--- src/verilog/arb_defs.svh ---
`ifndef ARB_DEFS_SVH
`define ARB_DEFS_SVH

// Router geometry

`define ARB_PORTS 5 // N, S, W, E, L
`define COORD_W   4 // One mesh coordinate
`define SEL_W     3 // Port index / crossbar select

`endif

--- src/verilog/noc_pkg.sv ---
`default_nettype none

`include "arb_defs.svh"

package noc_pkg;

	// Router port indices, also used as crossbar selects
	typedef enum logic [`SEL_W-1:0] {
		PORT_N = 3'd0,
		PORT_S = 3'd1,
		PORT_W = 3'd2,
		PORT_E = 3'd3,
		PORT_L = 3'd4
	} port_e;

	typedef logic [`COORD_W-1:0] coord_t;

	// Header address, y in the upper nibble
	typedef struct packed {
		coord_t y;
		coord_t x;
	} node_addr_t;

endpackage

`default_nettype wire

--- src/verilog/arb_pkg.sv ---
`default_nettype none

`include "arb_defs.svh"

package arb_pkg;

	// One bit per router port
	typedef logic [`ARB_PORTS-1:0] port_vec_t;

	// Binary crossbar select, names the granted input
	typedef noc_pkg::port_e xsel_t;

endpackage

`default_nettype wire

--- src/verilog/route_if.sv ---
`timescale 1ns/1ps
`default_nettype none

`include "arb_defs.svh"

interface route_if;
	import noc_pkg::*;
	import arb_pkg::*;

	port_vec_t route_valid;             // Pending or granted route per input
	port_e     route_port [`ARB_PORTS]; // Next hop per input

	// Indexed [output][input]
	port_vec_t grant [`ARB_PORTS];
	port_vec_t done  [`ARB_PORTS];      // One-cycle release pulses

	modport stage (
		output route_valid,
		output route_port,
		input  done
	);

	modport arbiter (
		input  route_valid,
		input  route_port,
		output grant,
		output done
	);

	modport encoder (
		input grant
	);

	modport monitor (
		input route_valid,
		input route_port,
		input grant,
		input done
	);

endinterface

`default_nettype wire

--- src/verilog/yx_route_stage.sv ---
`timescale 1ns/1ps
`default_nettype none

`include "arb_defs.svh"

module yx_route_stage (
	input  logic                 clk,
	input  logic                 rst_n_i,
	input  noc_pkg::node_addr_t  router_addr_i,
	input  noc_pkg::node_addr_t  hdr_addr_i [`ARB_PORTS],
	input  arb_pkg::port_vec_t   hdr_write_i,
	route_if.stage               rt
);
	import noc_pkg::*;
	import arb_pkg::*;

	port_vec_t valid_q;
	port_e     port_q    [`ARB_PORTS];
	port_e     next_port [`ARB_PORTS];
	port_vec_t accept;
	port_vec_t done_in;

	// Y is resolved before X
	function automatic port_e yx_route(input node_addr_t dst, input node_addr_t here);
		port_e p;
		if (dst.y > here.y) begin
			p = PORT_N;
		end else if (dst.y < here.y) begin
			p = PORT_S;
		end else if (dst.x > here.x) begin
			p = PORT_E;
		end else if (dst.x < here.x) begin
			p = PORT_W;
		end else begin
			p = PORT_L; // Packet has arrived
		end
		return p;
	endfunction

	always_comb begin
		for (int j = 0; j < `ARB_PORTS; j++) begin
			next_port[j] = yx_route(hdr_addr_i[j], router_addr_i);
		end
	end

	// An input is released when any output drops its grant
	always_comb begin
		done_in = '0;
		for (int o = 0; o < `ARB_PORTS; o++) begin
			done_in |= rt.done[o];
		end
	end

	assign accept = hdr_write_i & ~valid_q; // Busy inputs ignore writes

	always_ff @(posedge clk) begin
		if (!rst_n_i) begin
			valid_q <= '0;
		end else begin
			for (int j = 0; j < `ARB_PORTS; j++) begin
				if (done_in[j]) begin
					valid_q[j] <= 1'b0;
				end else if (accept[j]) begin
					valid_q[j] <= 1'b1;
				end
			end
		end
	end

	// Next-hop register
	always_ff @(posedge clk) begin
		for (int j = 0; j < `ARB_PORTS; j++) begin
			if (accept[j]) begin
				port_q[j] <= next_port[j];
			end
		end
	end

	assign rt.route_valid = valid_q;
	assign rt.route_port  = port_q;

endmodule

`default_nettype wire

--- src/verilog/rr_output_arbiter.sv ---
`timescale 1ns/1ps
`default_nettype none

`include "arb_defs.svh"

module rr_output_arbiter #(
	parameter noc_pkg::port_e OUT_PORT = noc_pkg::PORT_L
) (
	input  logic       clk,
	input  logic       rst_n_i,
	input  logic       release_i,
	route_if.arbiter   rt
);
	import noc_pkg::*;
	import arb_pkg::*;

	port_vec_t req;
	port_vec_t req_live;
	port_e     winner;
	port_vec_t grant_q;
	port_vec_t done_q;
	port_e     ptr_q;   // Last winner
	logic      busy;

	// Requests for this output, U-turns excluded
	always_comb begin
		req = '0;
		for (int j = 0; j < `ARB_PORTS; j++) begin
			if (rt.route_valid[j] && (rt.route_port[j] == OUT_PORT) && (j != int'(OUT_PORT))) begin
				req[j] = 1'b1;
			end
		end
	end

	// The input just released still shows valid for one cycle
	assign req_live = req & ~done_q;

	// First requester after the last winner, cyclic
	function automatic port_e rr_pick(input port_vec_t r, input port_e last);
		int unsigned idx;
		port_e       win;
		win = last;
		for (int k = `ARB_PORTS; k >= 1; k--) begin
			idx = (int'(last) + k) % `ARB_PORTS;
			if (r[idx]) begin
				win = port_e'(idx);
			end
		end
		return win;
	endfunction

	assign winner = rr_pick(req_live, ptr_q);
	assign busy   = |grant_q;

	always_ff @(posedge clk) begin
		if (!rst_n_i) begin
			grant_q <= '0;
			done_q  <= '0;
			ptr_q   <= PORT_L; // First search starts at N
		end else begin
			done_q <= '0;
			if (busy) begin
				if (release_i) begin
					grant_q <= '0;
					done_q  <= grant_q;
				end
			end else if (|req_live) begin
				grant_q <= port_vec_t'(1) << winner;
				ptr_q   <= winner;
			end
		end
	end

	assign rt.grant[OUT_PORT] = grant_q;
	assign rt.done[OUT_PORT]  = done_q;

endmodule

`default_nettype wire

--- src/verilog/xbar_select_encoder.sv ---
`timescale 1ns/1ps
`default_nettype none

`include "arb_defs.svh"

module xbar_select_encoder (
	input  logic                clk,
	input  logic                rst_n_i,
	route_if.encoder            rt,
	output arb_pkg::port_vec_t  xsel_valid_o,
	output arb_pkg::xsel_t      xsel_o [`ARB_PORTS],
	output arb_pkg::port_vec_t  in_granted_o
);
	import arb_pkg::*;

	port_vec_t granted_any;

	function automatic xsel_t onehot_to_sel(input port_vec_t oh);
		logic [`SEL_W-1:0] sel;
		sel = '0;
		for (int j = 0; j < `ARB_PORTS; j++) begin
			if (oh[j]) begin
				sel |= `SEL_W'(j);
			end
		end
		return xsel_t'(sel);
	endfunction

	// Inputs granted by any output
	always_comb begin
		granted_any = '0;
		for (int o = 0; o < `ARB_PORTS; o++) begin
			granted_any |= rt.grant[o];
		end
	end

	always_ff @(posedge clk) begin
		if (!rst_n_i) begin
			xsel_valid_o <= '0;
			in_granted_o <= '0;
		end else begin
			for (int o = 0; o < `ARB_PORTS; o++) begin
				xsel_valid_o[o] <= |rt.grant[o];
			end
			in_granted_o <= granted_any;
		end
	end

	always_ff @(posedge clk) begin
		for (int o = 0; o < `ARB_PORTS; o++) begin
			xsel_o[o] <= onehot_to_sel(rt.grant[o]); // Only meaningful with valid
		end
	end

endmodule

`default_nettype wire

--- src/verilog/router_arbiter.sv ---
`timescale 1ns/1ps
`default_nettype none

`include "arb_defs.svh"

module router_arbiter (
	input  logic                 clk,
	input  logic                 rst_n_i,

	input  noc_pkg::node_addr_t  router_addr_i,

	// Header address and write strobe per input
	input  noc_pkg::node_addr_t  hdr_addr_i [`ARB_PORTS],
	input  arb_pkg::port_vec_t   hdr_write_i,

	input  arb_pkg::port_vec_t   release_i,    // Per output

	output arb_pkg::port_vec_t   xsel_valid_o, // Per output
	output arb_pkg::xsel_t       xsel_o [`ARB_PORTS],
	output arb_pkg::port_vec_t   in_granted_o  // Per input
);
	import noc_pkg::*;

	route_if rt_if ();

	yx_route_stage route_stage_i (
		.clk           (clk),
		.rst_n_i       (rst_n_i),
		.router_addr_i (router_addr_i),
		.hdr_addr_i    (hdr_addr_i),
		.hdr_write_i   (hdr_write_i),
		.rt            (rt_if.stage)
	);

	// One arbiter per output port
	for (genvar o = 0; o < `ARB_PORTS; o++) begin : gen_arb
		rr_output_arbiter #(
			.OUT_PORT (port_e'(o))
		) arb_i (
			.clk       (clk),
			.rst_n_i   (rst_n_i),
			.release_i (release_i[o]),
			.rt        (rt_if.arbiter)
		);
	end

	xbar_select_encoder encoder_i (
		.clk          (clk),
		.rst_n_i      (rst_n_i),
		.rt           (rt_if.encoder),
		.xsel_valid_o (xsel_valid_o),
		.xsel_o       (xsel_o),
		.in_granted_o (in_granted_o)
	);

endmodule

`default_nettype wire

--- config.mk ---
export PLATFORM = sky130hd
export DESIGN_NAME = router_arbiter
export DESIGN_NICKNAME = d
export VERILOG_FILES = /design/src/verilog/noc_pkg.sv /design/src/verilog/arb_pkg.sv /design/src/verilog/route_if.sv /design/src/verilog/yx_route_stage.sv /design/src/verilog/rr_output_arbiter.sv /design/src/verilog/xbar_select_encoder.sv /design/src/verilog/router_arbiter.sv
export VERILOG_INCLUDE_DIRS = /design/src /design/src/verilog
export SDC_FILE = /design/constraint.sdc
export NUM_CORES = 1
export LEC_CHECK = 0
export BUFFER_PORTS_ARGS = -buffer_cell sky130_fd_sc_hd__buf_2
export CORE_ASPECT_RATIO = 1.1
export CORE_MARGIN = 4
export CORE_UTILIZATION = 42
export DETAILED_ROUTE_END_ITERATION = 8
export HOLD_SLACK_MARGIN = 0.08
export PLACE_DENSITY = 0.69
export SYNTH_ARGS = -nofsm -noshare
export SYNTH_HDL_FRONTEND = slang
export SYNTH_SLANG_ARGS = --single-unit
--- constraint.sdc ---
create_clock -name clk -period 7.5 [get_ports clk]
set_input_delay 1.5 -clock clk [delete_from_list [all_inputs] [get_ports clk]]
set_output_delay 1.5 -clock clk [all_outputs]
set_load 0.005 [all_outputs]
==> load_flow_metrics.sql <==
INSERT INTO impl_metrics (metric_group, metric, value, unit) VALUES
('detailed_routing', 'wire_per_inst', '17.8', 'um'),
('power_and_ir_drop', 'sequentialPowerShare', '13.8', '%'),
('yosys', 'post_synth_main_area_contributors', 'ha_1, dfxtp_1, nand2_1', ''),
('yosys', 'sequential_cell_area_fraction_in_the_yosys_report', '17.6', '%'),
('cts', 'cts.path.max_buffers', '2', ''),
('power_and_ir_drop', 'clock_power_share', '8.2', '%'),
('detailed_routing', 'route.vias.total', '13500', ''),
('cts', 'numClockSinks', '110', ''),
('global_route', 'largest_net_degree_at_the_start_of_global_routing', '45', ''),
('die', 'die_x', '178', 'um'),
('power_and_ir_drop', 'internal_power', '2.88', 'mW'),
('critical_path', 'timing.reg2reg.setup_slack', '1.60', 'ns'),
('yosys', 'yosys.cell_count.top_type', 'ha_1', ''),
('layout', 'antenna_cells_inserted', '0', ''),
('critical_path', 'critical_path.max_fanout', '15', ''),
('layout', 'multi_input_comb_area', '10300', 'um2'),
('critical_path', 'worstSetupEndpointType', 'register', ''),
('yosys', 'ys_ff_latch', '110', ''),
('timing', 'peak_clock_frequency_supported_by_timing', '169', 'MHz'),
('min_path', 'worstHoldStart', 'gen_arb[4].arb_i.done_q[4]', ''),
('die', 'starting_density_of_the_core', '42.6', '%'),
('timing', 'timing.slew.headroom', '39.6', '%'),
('timing', 'fin_hold_ws', '0.399', 'ns'),
('cts', 'postCtsSetupBuffers', '0', ''),
('power_and_ir_drop', 'finalPower', '6.28', 'mW'),
('die', 'floorplan.rows', '68', ''),
('detailed_routing', 'detail_route.iter0.violations', '1090', ''),
('global_route', 'grt_pass1_vias', '12700', ''),
('job', 'max-cap-violations', '0', ''),
('yosys', 'synth_cell_type_count', '106', ''),
('detailed_routing', 'firstDrtPassIters', '5', ''),
('critical_path', 'cp_data_arrival_time', '6.17', 'ns'),
('detailed_routing', 'viasPerCell', '6.15', ''),
('critical_path', 'critPathKind', 'register to register', ''),
('power_and_ir_drop', 'power.combinational.fraction', '78.0', '%'),
('global_route', 'grt_overall_usage', '21.6', '%'),
('outcome', 'outcome', 'finished, final reports clean', ''),
('timing', 'final_period_minus_worst_setup_slack', '5.90', 'ns'),
('yosys', 'ys.warnings.count', '0', ''),
('cts', 'insertion_delay', '0.37', 'ns'),
('timing', 'final_min_period_over_clock_period', '78.7', '%'),
('layout', 'seqCellArea', '2350', 'um2'),
('timing', 'worstMarginPinSlew', '0.902', 'ns'),
('min_path', 'hold_path_class', 'register to register', ''),
('yosys', 'post_synth.cell_area_avg', '7.77', 'um2'),
('critical_path', 'critical_path_required_time', '7.77', 'ns'),
('layout', 'design.final.nets', '1992', ''),
('timing', 'timing_max_transition_violations_final', '0', ''),
('yosys', 'synth_enable_flop_cells', '15', ''),
('layout', 'layout-area-overhead-vs-synth', '8.34', '%'),
('power_and_ir_drop', 'power_switching', '3.40', 'mW'),
('yosys', 'synth_fp_nets', '1949', ''),
('yosys', 'post_synth_instance_area', '13400', 'um2'),
('place', 'dp_worst_setup_slack', '1.73', 'ns'),
('yosys', 'synth_common_cells', 'ha_1, nand2_1, nor2_1', ''),
('place', 'routabilityCongestion', '0.922', ''),
('yosys', 'synth_top_flop_cell', 'dfxtp_1', ''),
('cts', 'cts.clk_slew.worst_paths', '0.09', 'ns'),
('power_and_ir_drop', 'total_leakage_power', '6.07', 'nW'),
('global_route', 'grt_first_pass_wirelength', '63200', 'um'),
('place', 'dpl.hpwl', '30300', 'um'),
('critical_path', 'startpoint_type', 'register', ''),
('timing', 'setup_viol_count_final', '0', ''),
('cts', 'cts_buf_count', '9', ''),
('global_route', 'number_of_antenna_violations_at_the_first_check_in_global_routing', '2', ''),
('timing', 'final-hold-violation-count', '0', ''),
('global_route', 'grt_remaining_overflow', '0', ''),
('yosys', 'syn_inst', '1721', ''),
('power_and_ir_drop', 'power.density', '433', 'nW/um2'),
('power_and_ir_drop', 'vdd_ir_drop_max', '0.244', 'mV'),
('detailed_routing', 'detail-route-antenna-nets', '0', '');
==> flip-flops by register name, indices dropped and copies added, names as in the netlist <==
signal,count
route_stage_i.rt.route_valid,5
encoder_i.xsel_o,15
gen_arb.arb_i.done_q,25
encoder_i.xsel_valid_o,5
route_stage_i.rt.route_port,15
gen_arb.arb_i.grant_q,25
gen_arb.arb_i.ptr_q,15
encoder_i.in_granted_o,5
==> critical path: stages (launching register included) <==
cell	delay [ns]
dfxtp_1	0.59
clkinv_1	0.42
ha_1	0.59
ha_1	0.34
or4b_2	0.69
and4_1	0.23
or2_1	0.28
inv_2	0.11
ha_1	0.20
nand2b_1	0.07
a31oi_1	0.69
mux2_2	0.41
o21a_1	0.19
o211a_1	0.21
o211ai_1	0.16
a32o_1	0.30
inv_1	0.09
a32o_1	0.22
==> power by group through the flow <==
stage                     combinational, mW  sequential (mW)  clock [mW]
after CTS                              4.83            0.867       0.521
after global placement                 4.71            0.879           0
after global routing                   5.45            0.882       0.547
after floorplan                        3.86            0.794           0
after detailed placement               4.79            0.880           0
final                                  4.90            0.869       0.513
==> per-stage QoR <==
step	util, %	std cells
2_1_floorplan	-	1721
3_3_place_gp	45.1	2173
3_5_place_dp	45.1	2173
4_1_cts	46.2	2189
5_1_grt	46.2	2189
6_report	46.2	2189
==> worst min-delay path by stage <==
stage / end / slack [ns] / cells past startpoint
3_5_place_dp: route_stage_i.rt.route_valid[1] / 0.39 / 1
6_report: route_stage_i.rt.route_valid[4] / 0.40 / 1
5_1_grt: encoder_i.xsel_o[5] / 0.42 / 0
3_3_place_gp: route_stage_i.rt.route_valid[1] / 0.39 / 1
4_1_cts: route_stage_i.rt.route_valid[4] / 0.40 / 1
2_1_floorplan: encoder_i.xsel_o[11] / 0.37 / 0
==> cell type report <==
cell class | instances | area share (%)
inverters | 122 | 3.16
flip-flops and latches | 110 | 16.2
clock buffers | 9 | 1.55
well taps | 420 | 3.63
multi-input cells | 1421 | 71.0
clock inverters | 7 | 0.691
repair buffers | 100 | 3.73
==> layout by cell type, fill, tap and decap left out, types with 14 or more instances in the layout <==
| cell type | Yosys | layout |
|---|---|---|
| a211o_1 | 22 | 22 |
| edfxtp_1 | 15 | 15 |
| o31ai_1 | 16 | 16 |
| dfxtp_1 | 95 | 95 |
| nor3_1 | 57 | 57 |
| nand2b_1 | 49 | 49 |
| mux2i_1 | 26 | 26 |
| o21ai_0 | 61 | 61 |
| buf_2 | 8 | 84 |
| buf_4 | 2 | 16 |
| a31oi_1 | 23 | 23 |
| xnor2_1 | 32 | 32 |
| and2_1 | 19 | 19 |
| or3_1 | 14 | 14 |
| or2_2 | 24 | 24 |
| nor3b_1 | 16 | 16 |
| nor4_1 | 22 | 21 |
| or4_1 | 16 | 16 |
| nand2_1 | 125 | 125 |
| ha_1 | 166 | 166 |
| inv_1 | 109 | 109 |
| nand3_1 | 54 | 54 |
| a21oi_1 | 91 | 91 |
| and3_1 | 41 | 41 |
| nor2_1 | 110 | 110 |
| nand4_1 | 31 | 31 |
| nor2b_1 | 41 | 41 |
| a211oi_1 | 29 | 29 |
| o211ai_1 | 25 | 25 |
==> logic make-up after synthesis <==
kind of cell	synth area share, %
XOR/XNOR	2.83
multiplexers	2.70
AO/OA/AOI/OAI	27.1
adder cells (fa/ha/maj)	15.8
AND/OR/NAND/NOR	28.4
flip-flops	17.6
buffers and inverters	5.53
==> layer usage <==
metal  share of wire [%]  track usage [%]
met4                 3.5             7.42
met1                  44             28.5
met3                 6.0             2.94
met5               0.033                0
met2                  46             36.0
Note: power is estimated with default switching activity, not from simulation.
